## src/program.mem

```
// one 16-bit word per line, word 0 first; instruction pairs are {opcode, reg} then operand
// words outside the program hold F000 plus their own address
F000
F001
F002
F003
F004
F005
F006
F007
F008
F009
F00A
F00B
F00C
F00D
F00E
F00F
F010
F011
F012
F013
F014
F015
F016
F017
F018
F019
F01A
F01B
F01C
F01D
F01E
F01F
F020
F021
F022
F023
F024
F025
F026
F027
F028
F029
F02A
F02B
F02C
F02D
0402 // 46: num2reg r2
0041
0302 // 48: reg2ram r2 to word 10
000A
0402 // 50: num2reg r2
005A
0F02 // 52: int r2
0000
0203 // 54: ram2reg r3 from word 10
000A
0F03 // 56: int r3
0000
0900 // 58: unsupported opcode
0000
0100 // 60: jmp 46
002E
F03E
F03F

```

## src/cpu_pkg.sv

```systemverilog
package cpu_pkg;

  // memory and datapath sizes
  localparam int addr_w = 6;
  localparam int word_w = 16;
  localparam int ram_words = 64;
  localparam int reg_count = 32;
  localparam int reg_idx_w = $clog2(reg_count);

  localparam int buf_depth = 16;
  localparam int buf_ptr_w = $clog2(buf_depth);

  localparam int clks_per_bit = 16;  // 868 for 115200 baud at 100 MHz
  localparam int baud_cnt_w = $clog2(clks_per_bit);

  typedef logic [addr_w-1:0] addr_t;
  typedef logic [word_w-1:0] word_t;
  typedef logic [7:0] byte_t;

  localparam addr_t program_start = 6'd46;  // first word after the process header area

  // opcodes, upper byte of the first instruction word
  localparam byte_t op_jmp = 8'h01;
  localparam byte_t op_ram2reg = 8'h02;
  localparam byte_t op_reg2ram = 8'h03;
  localparam byte_t op_num2reg = 8'h04;
  localparam byte_t op_int = 8'h0F;  // register low byte out to the uart

  // trace characters
  localparam byte_t trace_s = "S";
  localparam byte_t trace_c = "C";
  localparam byte_t trace_n = "N";
  localparam byte_t trace_i = "I";
  localparam byte_t trace_j = "J";
  localparam byte_t trace_x = "X";

  typedef struct packed {
    byte_t opcode;   // first word, high byte
    byte_t reg_sel;  // first word, low byte
    word_t operand;  // second word
  } instr_t;

  typedef struct packed {
    addr_t  pc;
    instr_t instr;
  } fetch_pkt_t;

  typedef struct packed {
    logic  we;
    addr_t addr;
    word_t wdata;
  } ram_req_t;

endpackage
```

## src/cpu_top.sv

```systemverilog
`timescale 1ns/1ps

module cpu_top (
  input  logic clk,
  input  logic rst,
  output logic tx
);

  cpu_pkg::addr_t      fetch_addr;
  cpu_pkg::word_t      fetch_data;
  cpu_pkg::fetch_pkt_t pkt;
  logic                pkt_valid;
  logic                exec_ready;
  logic                redirect;
  cpu_pkg::addr_t      redirect_addr;
  cpu_pkg::ram_req_t   req;
  logic                req_valid;
  cpu_pkg::word_t      rd_data;
  logic                push;
  cpu_pkg::byte_t      push_data;
  logic                buf_full;
  logic                start;
  cpu_pkg::byte_t      data;
  logic                busy;

  program_ram ram_i (
    .clk(clk), .fetch_addr(fetch_addr), .fetch_data(fetch_data),
    .req(req), .req_valid(req_valid), .rd_data(rd_data)
  );

  fetcher fetch_i (
    .clk(clk), .rst(rst), .fetch_addr(fetch_addr), .fetch_data(fetch_data),
    .pkt(pkt), .pkt_valid(pkt_valid), .exec_ready(exec_ready),
    .redirect(redirect), .redirect_addr(redirect_addr)
  );

  executor exec_i (
    .clk(clk), .rst(rst), .pkt(pkt), .pkt_valid(pkt_valid), .exec_ready(exec_ready),
    .redirect(redirect), .redirect_addr(redirect_addr), .req(req), .req_valid(req_valid),
    .rd_data(rd_data), .push(push), .push_data(push_data), .buf_full(buf_full)
  );

  tx_buffer buf_i (
    .clk(clk), .rst(rst), .push(push), .push_data(push_data), .buf_full(buf_full),
    .start(start), .data(data), .busy(busy)
  );

  uart_tx uart_i (
    .clk(clk), .rst(rst), .start(start), .data(data), .busy(busy), .tx(tx)
  );

endmodule

```

## src/uart_tx.sv

```systemverilog
`timescale 1ns/1ps

module uart_tx (
  input  logic           clk,
  input  logic           rst,
  input  logic           start,
  input  cpu_pkg::byte_t data,
  output logic           busy,
  output logic           tx
);

  logic [8:0]                     shift;    // data bits then the stop bit
  logic [3:0]                     bit_cnt;  // 0 is the start bit, 9 the stop bit
  logic [cpu_pkg::baud_cnt_w-1:0] cyc_cnt;
  logic                           bit_end;

  assign bit_end = (cyc_cnt == cpu_pkg::baud_cnt_w'(cpu_pkg::clks_per_bit - 1));

  always_ff @(posedge clk) begin
    if (rst) begin
      busy <= 1'b0;
      tx <= 1'b1;  // line idles high
      bit_cnt <= '0;
      cyc_cnt <= '0;
    end else if (!busy) begin
      if (start) begin
        busy <= 1'b1;
        tx <= 1'b0;  // start bit
        bit_cnt <= '0;
        cyc_cnt <= '0;
      end
    end else if (bit_end) begin
      cyc_cnt <= '0;
      if (bit_cnt == 4'd9) begin
        busy <= 1'b0;  // stop bit done, tx already high
      end else begin
        tx <= shift[0];  // lsb first
        bit_cnt <= bit_cnt + 1'b1;
      end
    end else begin
      cyc_cnt <= cyc_cnt + 1'b1;
    end
  end

  always_ff @(posedge clk) begin
    if (!busy && start) begin
      shift <= {1'b1, data};
    end else if (busy && bit_end) begin
      shift <= {1'b1, shift[8:1]};
    end
  end

endmodule

```

## src/tx_buffer.sv

```systemverilog
`timescale 1ns/1ps

module tx_buffer (
  input  logic           clk,
  input  logic           rst,
  input  logic           push,
  input  cpu_pkg::byte_t push_data,
  output logic           buf_full,
  output logic           start,
  output cpu_pkg::byte_t data,
  input  logic           busy
);

  cpu_pkg::byte_t                mem [cpu_pkg::buf_depth];
  logic [cpu_pkg::buf_ptr_w-1:0] wr_ptr;
  logic [cpu_pkg::buf_ptr_w-1:0] rd_ptr;
  logic [cpu_pkg::buf_ptr_w:0]   count;  // one bit wider to tell full from empty

  assign buf_full = (count == cpu_pkg::buf_depth);
  assign start = (count != 0) && !busy;  // busy rises next cycle, so one-cycle strobe
  assign data = mem[rd_ptr];

  always_ff @(posedge clk) begin
    if (rst) begin
      wr_ptr <= '0;
      rd_ptr <= '0;
      count <= '0;
    end else begin
      if (push) begin
        wr_ptr <= wr_ptr + 1'b1;
      end
      if (start) begin
        rd_ptr <= rd_ptr + 1'b1;  // byte leaves with the strobe
      end
      case ({push, start})
        2'b10: count <= count + 1'b1;
        2'b01: count <= count - 1'b1;
        default: count <= count;
      endcase
    end
  end

  always_ff @(posedge clk) begin
    if (push) begin
      mem[wr_ptr] <= push_data;
    end
  end

endmodule

```

## src/executor.sv

```systemverilog
`timescale 1ns/1ps

module executor (
  input  logic                clk,
  input  logic                rst,
  input  cpu_pkg::fetch_pkt_t pkt,
  input  logic                pkt_valid,
  output logic                exec_ready,
  output logic                redirect,
  output cpu_pkg::addr_t      redirect_addr,
  output cpu_pkg::ram_req_t   req,
  output logic                req_valid,
  input  cpu_pkg::word_t      rd_data,
  output logic                push,
  output cpu_pkg::byte_t      push_data,
  input  logic                buf_full
);

  cpu_pkg::word_t      regs [cpu_pkg::reg_count];
  cpu_pkg::fetch_pkt_t cur;        // instruction being executed
  cpu_pkg::byte_t      int_byte;   // register byte for int
  logic                busy;
  logic                second;     // second cycle of ram2reg or int
  logic                s_pending;  // start marker still owed after reset

  cpu_pkg::byte_t               opcode;
  logic [cpu_pkg::reg_idx_w-1:0] rsel;
  cpu_pkg::word_t               operand;
  cpu_pkg::byte_t               trace;
  logic                         two_cycle;
  logic                         finishing;
  logic                         done;

  assign opcode = cur.instr.opcode;
  assign rsel = cur.instr.reg_sel[cpu_pkg::reg_idx_w-1:0];
  assign operand = cur.instr.operand;

  assign two_cycle = (opcode == cpu_pkg::op_ram2reg) || (opcode == cpu_pkg::op_int);
  assign finishing = busy && (second || !two_cycle);
  // an instruction completes only in a cycle where its trace byte can go out
  assign done = finishing && !buf_full && !s_pending;
  assign exec_ready = !busy;

  always_comb begin
    case (opcode)
      cpu_pkg::op_num2reg: trace = cpu_pkg::trace_c;
      cpu_pkg::op_reg2ram: trace = cpu_pkg::trace_n;
      cpu_pkg::op_ram2reg: trace = cpu_pkg::trace_i;
      cpu_pkg::op_jmp: trace = cpu_pkg::trace_j;
      cpu_pkg::op_int: trace = int_byte;
      default: trace = cpu_pkg::trace_x;
    endcase
  end

  assign push = s_pending ? !buf_full : done;
  assign push_data = s_pending ? cpu_pkg::trace_s : trace;

  assign redirect = done && (opcode == cpu_pkg::op_jmp);
  assign redirect_addr = operand[cpu_pkg::addr_w-1:0];

  always_comb begin
    req.we = 1'b0;
    req.addr = operand[cpu_pkg::addr_w-1:0];
    req.wdata = regs[rsel];
    req_valid = 1'b0;
    if (busy && !second && opcode == cpu_pkg::op_ram2reg) begin
      req_valid = 1'b1;  // load, data back next cycle
    end
    if (done && opcode == cpu_pkg::op_reg2ram) begin
      req.we = 1'b1;
      req_valid = 1'b1;
    end
  end

  always_ff @(posedge clk) begin
    if (rst) begin
      busy <= 1'b0;
      second <= 1'b0;
      s_pending <= 1'b1;
      for (int i = 0; i < cpu_pkg::reg_count; i++) begin
        regs[i] <= '0;
      end
    end else begin
      if (s_pending && !buf_full) begin
        s_pending <= 1'b0;
      end
      if (pkt_valid) begin
        busy <= 1'b1;
        second <= 1'b0;
      end else if (done) begin
        busy <= 1'b0;
        second <= 1'b0;
      end else if (busy && two_cycle) begin
        second <= 1'b1;  // stays set while waiting on a full buffer
      end
      if (done && opcode == cpu_pkg::op_num2reg) begin
        regs[rsel] <= operand;
      end
      if (done && opcode == cpu_pkg::op_ram2reg) begin
        regs[rsel] <= rd_data;
      end
    end
  end

  always_ff @(posedge clk) begin
    if (pkt_valid) begin
      cur <= pkt;
    end
    if (busy && !second && opcode == cpu_pkg::op_int) begin
      int_byte <= regs[rsel][7:0];
    end
  end

endmodule

```

## src/fetcher.sv

```systemverilog
`timescale 1ns/1ps

module fetcher (
  input  logic                clk,
  input  logic                rst,
  output cpu_pkg::addr_t      fetch_addr,
  input  cpu_pkg::word_t      fetch_data,
  output cpu_pkg::fetch_pkt_t pkt,
  output logic                pkt_valid,
  input  logic                exec_ready,
  input  logic                redirect,
  input  cpu_pkg::addr_t      redirect_addr
);

  typedef enum logic [1:0] {
    issue_lo,  // first word address on the bus
    take_lo,   // first word back, second address on the bus
    take_hi,   // second word back
    hold       // pair complete, waiting for the executor
  } fetch_state_t;

  fetch_state_t    state;
  cpu_pkg::addr_t  pc;     // address of the instruction being fetched or held
  cpu_pkg::instr_t instr;

  // a redirect puts the target on the bus in the same cycle
  always_comb begin
    if (redirect) begin
      fetch_addr = redirect_addr;
    end else if (state == take_lo) begin
      fetch_addr = pc + 1'b1;  // wraps at the end of memory
    end else begin
      fetch_addr = pc;
    end
  end

  assign pkt_valid = (state == hold) && exec_ready;
  assign pkt.pc = pc;
  assign pkt.instr = instr;

  always_ff @(posedge clk) begin
    if (rst) begin
      state <= issue_lo;
      pc <= cpu_pkg::program_start;
    end else if (redirect) begin
      pc <= redirect_addr;
      state <= take_lo;  // drops whatever was held or in flight
    end else begin
      case (state)
        issue_lo: state <= take_lo;
        take_lo: state <= take_hi;
        take_hi: state <= hold;
        default: begin
          if (exec_ready) begin  // handed off this cycle
            pc <= pc + 2'd2;
            state <= issue_lo;
          end
        end
      endcase
    end
  end

  always_ff @(posedge clk) begin
    if (state == take_lo) begin
      {instr.opcode, instr.reg_sel} <= fetch_data;
    end
    if (state == take_hi) begin
      instr.operand <= fetch_data;
    end
  end

endmodule

```

## src/program_ram.sv

```systemverilog
`timescale 1ns/1ps

module program_ram (
  input  logic              clk,
  input  cpu_pkg::addr_t    fetch_addr,
  output cpu_pkg::word_t    fetch_data,
  input  cpu_pkg::ram_req_t req,
  input  logic              req_valid,
  output cpu_pkg::word_t    rd_data
);

  cpu_pkg::word_t mem [cpu_pkg::ram_words];

  initial begin
    $readmemh("/design/src/program.mem", mem);
  end

  // fetch port reads every cycle
  always_ff @(posedge clk) begin
    fetch_data <= mem[fetch_addr];
  end

  // executor port, read data holds until the next request
  always_ff @(posedge clk) begin
    if (req_valid) begin
      if (req.we) begin
        mem[req.addr] <= req.wdata;
      end
      rd_data <= mem[req.addr];  // old data on a write
    end
  end

endmodule

```

## config.mk

```make
export PLATFORM = sky130hd
export DESIGN_NAME = cpu_top
export DESIGN_NICKNAME = d
export VERILOG_FILES = /design/src/cpu_pkg.sv /design/src/cpu_top.sv /design/src/uart_tx.sv /design/src/tx_buffer.sv /design/src/executor.sv /design/src/fetcher.sv /design/src/program_ram.sv
export SDC_FILE = /design/constraint.sdc
export NUM_CORES = 2
export LEC_CHECK = 0
export BUFFER_PORTS_ARGS = -buffer_cell sky130_fd_sc_hd__buf_2
export CORE_UTILIZATION = 24
export DETAILED_ROUTE_END_ITERATION = 10
export GPL_ROUTABILITY_DRIVEN = 0
export SLEW_MARGIN = 20
export SYNTH_ARGS = -nofsm -noshare
export SYNTH_HDL_FRONTEND = slang
export SYNTH_SLANG_ARGS = --single-unit
export TNS_END_PERCENT = 50
```

## constraint.sdc

```tcl
create_clock -name clk -period 4.5 [get_ports clk]
set_clock_uncertainty 0.2 [all_clocks]
set_input_delay 0.225 -clock clk [delete_from_list [all_inputs] [get_ports clk]]
set_output_delay 0.225 -clock clk [all_outputs]
set_load 0.01 [all_outputs]
```

---- Word level (Yosys, flattened, before mapping) ----
Memories as Yosys holds them, arrays and structs flattened. A register that Yosys moved wholly into a read port is not among the register bits.
Cells that the tools add are included.
storage, ports and cells
  register bits ........................... 108
  latch bits .............................. 0
  RAM bits ................................ 1,664
  ROM bits ................................ 0
  input bits .............................. 2
  output and inout bits ................... 1
  word-level logic and storage cells ...... 141
  memories kept ........................... 3
memory list
  name         words  bits a word  rd ports  clocked after Yosys merged registers in  write ports  line               source
  ram_i.mem    64     16           2         2                                        1            program_ram.sv:12  cpu_pkg::word_t mem [cpu_pkg::ram_words];
  exec_i.regs  32     16           1         1                                        32           executor.sv:19     cpu_pkg::word_t regs [cpu_pkg::reg_count];
  buf_i.mem    16     8            1         1                                        1            tx_buffer.sv:14    cpu_pkg::byte_t mem [cpu_pkg::buf_depth];
operators by class
  $add $sub $neg .......................... 8
  $mul .................................... 0
  div/mod/pow operators ................... 0
  order comparisons ....................... 0
  equal/unequal tests ..................... 19
  shift operators ......................... 0
  multiplexer cells ....................... 53
  bitwise gates (word level) .............. 1
  reductions and logical operators ........ 36
operator list
  operator             count
  $pmux 8 s5           1
  $mux 16              2
  $mux 4               8
  $mux 6               5
  $mux 1               29
  $mux 8               3
  $add 4x1->4 const B  4
  $eq 8x2->1 const B   2
  $logic_and 1x1->1    16
  $reduce_or 16->1     1
  $mux 5               2
  $pmux 5 s2           1
  $eq 4x4->1 const B   2
  $eq 8x1->1 const B   1
  $eq 8x3->1 const B   1
  $eq 8x4->1 const B   1
  $reduce_bool 2->1    4
  $add 6x1->6 const B  1
  $add 6x2->6 const B  1
  $eq 2x2->1 const B   3
  $logic_not 1->1      6
  $pmux 2 s3           1
  $reduce_or 3->1      2
  $add 5x1->5 const B  1
  15 further kinds     19

---- Depth between registers and ports, before layout ----
  depth in word-level cells ............... 14
  mapped depth ............................ 17

---- Hierarchy ----
From an unflattened synthesis, not the netlist that was laid out.
second synthesis, totals
  cell total of the unflattened synthesis .. 5,159
  area total of the unflattened synthesis .. 81,632.0 µm²
by module, submodules not included
  module       instances  cells an instance  area an instance (µm²)  seq. area each (µm²)
  program_ram  1          2,772              48,559.1                31,550.3
  executor     1          1,897              24,745.0                16,646.0
  tx_buffer    1          288                5,866.9                 4,184.0
  fetcher      1          108                1,571.5                 1,121.1
  uart_tx      1          94                 889.6                   440.4

---- Worst setup path before layout ----
No wires, ideal clock.
  path kind ............................... flip-flop to flip-flop
  start point ............................. register exec_i.busy
  end point ............................... register ram_i.rd_data[0] (read register of ram_i.mem) (enable)
  library setup time ...................... 0.478 ns
  data arrival time ....................... 3.656 ns
  data required time ...................... 3.822 ns
  setup slack ............................. 0.167 ns
  stages on the path, launching flop included .. 6
  buffers on the path ..................... 1
  period minus slack after synthesis ...... 4.333 ns
  cell sequence ........................... dfxtp_1 clkbuf_1 nand2b_1 a21oi_2 nand2_1 a2111oi_0
between the ends
  longest elaborated chain between the ends .. 5
  elaborated cells on any way between the ends .. 8
RTL lines
  item                            line              source
  start, declared                 executor.sv:22    logic busy;
  start signal, assigned          executor.sv:77    busy <= 1'b0;
  start signal, assigned          executor.sv:88    busy <= 1'b1;
  start signal, assigned          executor.sv:91    busy <= 1'b0;
  $logic_and 1x1->1               executor.sv:39    assign finishing = busy && (second || !two_cycle);
  $logic_and 1x1->1 (2 in a row)  executor.sv:41    assign done = finishing && !buf_full && !s_pending;
  $logic_and 1x1->1               executor.sv:69    if (done && opcode == cpu_pkg::op_reg2ram) begin
  $mux 1 (*)                      executor.sv:69
  via exec_i.req_valid            executor.sv:12    output logic req_valid,
  end, declared                   program_ram.sv:9  output cpu_pkg::word_t rd_data
The timed path passes the listed nets; every way through them passes the cells marked *.
A chain may end at the register's enable or synchronous reset.

---- Worst setup path in the final report ----
  start point ............................. register exec_i.cur, in the netlist exec_i.opcode[4]
  end point ............................... register ram_i.fetch_data[7] (read register of ram_i.mem)
between the ends
  longest elaborated chain between the ends .. 9
  elaborated cells on any way between the ends .. 11
RTL lines
  item                                             line              source
  start, declared                                  executor.sv:20    cpu_pkg::fetch_pkt_t cur;
  start signal, assigned                           executor.sv:107   cur <= pkt;
  $eq 8x2->1 / $eq 8x4->1 (equally long branches)  executor.sv:38    assign two_cycle = (opcode == cpu_pkg::op_ram2reg) || (opcode == cpu_pkg::op_int);
  $logic_or 1x1->1                                 executor.sv:38
  $logic_not 1->1                                  executor.sv:39
  $logic_or 1x1->1                                 executor.sv:39
  $logic_and 1x1->1                                executor.sv:39
  $logic_and 1x1->1 (2 in a row)                   executor.sv:41
  $logic_and 1x1->1 (*)                            executor.sv:58    assign redirect = done && (opcode == cpu_pkg::op_jmp);
  $mux 6 (*)                                       fetcher.sv:28     if (redirect) begin
  end, declared                                    program_ram.sv:6  output cpu_pkg::word_t fetch_data,
Mark *: on every way between the ends. The rest lies on a longest branch, timed or not.

==> out/results.tsv <==
metric	value	unit
p_seq_share	43.0	%
share_comb_of_total_power	26.1	%
path_clk_slew	60	ps
grt_pass1_wl	383000	um
ys.flop_type	edfxtp_1	
final_common_cell	edfxtp_1	
synth_top_area_share	66.5	%
cts_sinks	1813	
grt_pass1_vias	52100	
post-route-util	28.7	%
synthesis.nets	5447	
outcome	complete, no violations	
ant_nets	0	
die_y	576	um
vias_per_cell	5.36	
postCtsSetupBuffers	0	
synth_area_leaders	edfxtp_1, mux4_2, a22oi_1, mux2i_1, nor2_1	
synthCells	5425	
met2WireLength	119000	um
max_slew_margin	21.4	%
r2r_setup_slack	140	ps
regArea	53900	um2
initial_core_util	24.2	%
dpl.hpwl	172000	um
drive_gt1_share	19.6	%
path_cells	or4_4, nor4_4, buf_4, a21boi_1, nor2_4, buf_12, buf_12, mux2i_1, o221ai_1, a211oi_2, buf_4, a2111oi_2	
drt_pass1_iterations	8	
grt_start_max_net_pins	84	
pwr-share-clk	30.9	%
yosys_register_bits	1813	
cts-buffers-inserted	184	
end_kind	flip-flop	
fp.dieW	576	um
post_drt_wl_per_cell	26.9	um
cp-start-kind	flip-flop	
seq_area_frac_synth	68.0	%
mostFrequentLayoutCells	edfxtp_1, nor2_1, buf_4, a22oi_1, nand2_1	
rsz0062_at_grt	false	
drt_iter0_markers	8829	
cp_data_arrival_time	4840	ps
drc	0	
grt_usage	15.8	%
switchingPower	0.0161	W
avgSynthCellArea	14.6	um2
cts_max_path_buffers	3	
path_max_fanout	49	
rows	210	
ir_drop	0.000507	V
p_sw_share	32.4	%
vias	54300	
nets	5655	
hold_viol_final	0	
critPathSlowestCell	or4_4	
pin_count	3	
finalWirelength	272000	um
route.met3.wl	33900	um
tightest_slew	1180	ps
fin_crit_sh	96.8	%
coreArea	328000	um2
internal-power	0.0336	W
die_area	332000	um2
cts_tree	done	
finalMaxSlewViolations	0	
htreeDepth	4	
crit_family	simple AND/OR/NAND/NOR gates	
drt-met1-wl	102000	um
drv_cap	0	
overflow	0	
syn_area	79200	um2
power.density	529	nW/um2
async_flop_share	0	%
cts_root_buf	clkbuf_16	
synth.distinct_cells	75	
layout_setup_ws	145	ps
place_ws	-195	ps
finalSetupViolations	0	
yosys_warnings	0	
final.fill_count	32500	
p_leak	29.7	nW
area_growth	18.6	%
fmax	230	MHz
crit_buf_inv	4	
period_needed	4360	ps
slowest_delay	590	ps
synth_edf_count	1754	
multi_input_comb_area	23800	um2
topRoutingLayerUsed	met5	
worstSkewPairLatency	870	ps
diodes	0	
min_path_type	in -> reg	
yosysTopAreaCell	edfxtp_1	
cp.required	4990	ps
setup.worst_path.class	reg -> reg	
io_buffers	2	
antenna_found_initial	7	
[metrics by stage]
stage | total power, W | instances | setup TNS [ps] | hold WS, ps | instance area (um2)
after global routing | 0.0509 | 10100 | 0 | 203 | 93900
after global placement | 0.0341 | 9792 | -105 | 203 | 87800
after floorplan | 0.0284 | 5425 | 0 | 186 | 79200
after detailed placement | 0.0343 | 9792 | -246 | 205 | 87800
final | 0.0497 | 10100 | 0 | 204 | 93900
after CTS | 0.0496 | 10100 | 0 | 153 | 93900
[power groups by stage]
stage | clock network [W] | registers (W) | logic [W]
floorplan | 0 | 0.0213 | 0.00715
global placement | 0 | 0.0217 | 0.0124
detailed placement | 0 | 0.0217 | 0.0126
CTS | 0.0156 | 0.0214 | 0.0126
global route | 0.0162 | 0.0214 | 0.0134
finish | 0.0154 | 0.0214 | 0.0130
[cells by family after synthesis]
group,after synthesis,share of synthesized area (%)
buffers and inverters,488,2.56
and+or+nand+nor,1431,8.21
adders and majority gates,20,0.326
muxes,489,9.39
DFF,1813,68.0
AOI/OAI and AO/OA,1166,11.3
xor gates and xnor gates,18,0.199
[worst paths after layout]
kind,to,cells after the start,from
hold reg to reg,exec_i.operand[5]$_DFFE_PP_,0,fetch_i.pkt[5]$_DFFE_PP_
hold / removal,buf_i.count[0]$_SDFFE_PP0P_,3,rst
setup reg to reg,ram_i.fetch_data[7]$_DFF_P_,12,exec_i.opcode[4]$_DFFE_PP_
setup / recovery,ram_i.fetch_data[7]$_DFF_P_,12,exec_i.opcode[4]$_DFFE_PP_
[layer usage]
layer | vias to the layer above | track usage, %
met1 | 27300 | 20.5
li1 | 22100 | -
met2 | 4102 | 23.9
met4 | 6 | 9.13
met5 | - | 0
met3 | 840 | 3.94
[worst register-to-register path: cells and delay by family (launching register included)]
kind / cells / cell delay (ps)
simple gates: 3 / 1270
flops: 1 / 410
compound gates: 4 / 840
mux: 1 / 280
buf+inv: 4 / 1220
[registers in the layout, indices dropped and copies added, names as in the netlist, 8 cells and up, named ones only]
register and cells:
exec_i.int_byte 8, ram_i.fetch_data 16, ram_i.mem 1024, uart_i.shift 8, fetch_i.pkt 29, exec_i.operand 16
exec_i.opcode 8, buf_i.mem 128, exec_i.regs 512, ram_i.rd_data 16
[synthesized netlist by cell type (5+ instances only)]
| cell type | n |
|---|---|
| edfxtp_1 | 1754 |
| nor2_1 | 647 |
| a22oi_1 | 400 |
| nand2_1 | 356 |
| clkbuf_1 | 335 |
| mux2i_1 | 260 |
| mux4_2 | 200 |
| a211oi_1 | 177 |
| nand3_1 | 111 |
| nor3b_1 | 106 |
| a221oi_1 | 92 |
| a31oi_1 | 88 |
| a311oi_1 | 65 |
| o221ai_1 | 63 |
| o21ai_0 | 62 |
| dfxtp_1 | 59 |
| a22o_1 | 58 |
| buf_2 | 56 |
| and3_1 | 54 |
| buf_1 | 51 |
| a21oi_1 | 50 |
| a41oi_1 | 46 |
| nand2b_1 | 40 |
| nand4_1 | 34 |
| mux2_2 | 28 |
| nor4_1 | 22 |
| inv_1 | 20 |
| ha_1 | 19 |
| buf_4 | 18 |
| nor3_1 | 16 |
| o2111ai_1 | 16 |
| a2111oi_2 | 15 |
| xnor2_1 | 10 |
| and2_1 | 8 |
| buf_6 | 8 |
| xor2_1 | 8 |
| nand3b_1 | 7 |
| a21o_1 | 5 |
[layout make-up]
| type | count | area share (%) |
|---|---|---|
| repair buffers | 490 | 4.94 |
| multi-input cells | 3124 | 25.4 |
| well taps | 4346 | 5.79 |
| clock inverters | 125 | 1.33 |
| clock buffers | 218 | 5.14 |
| inverters | 20 | 0.0799 |
| flip-flops and latches | 1813 | 57.3 |
[what timing repair did]
action	in CTS	in global routing
pin swaps	0	0
setup endpoints to repair	2	3
endpoints found under the hold margin	28	0
resized for setup	2	3
hold buffers	1	0
(Power assumes the default switching activity.)
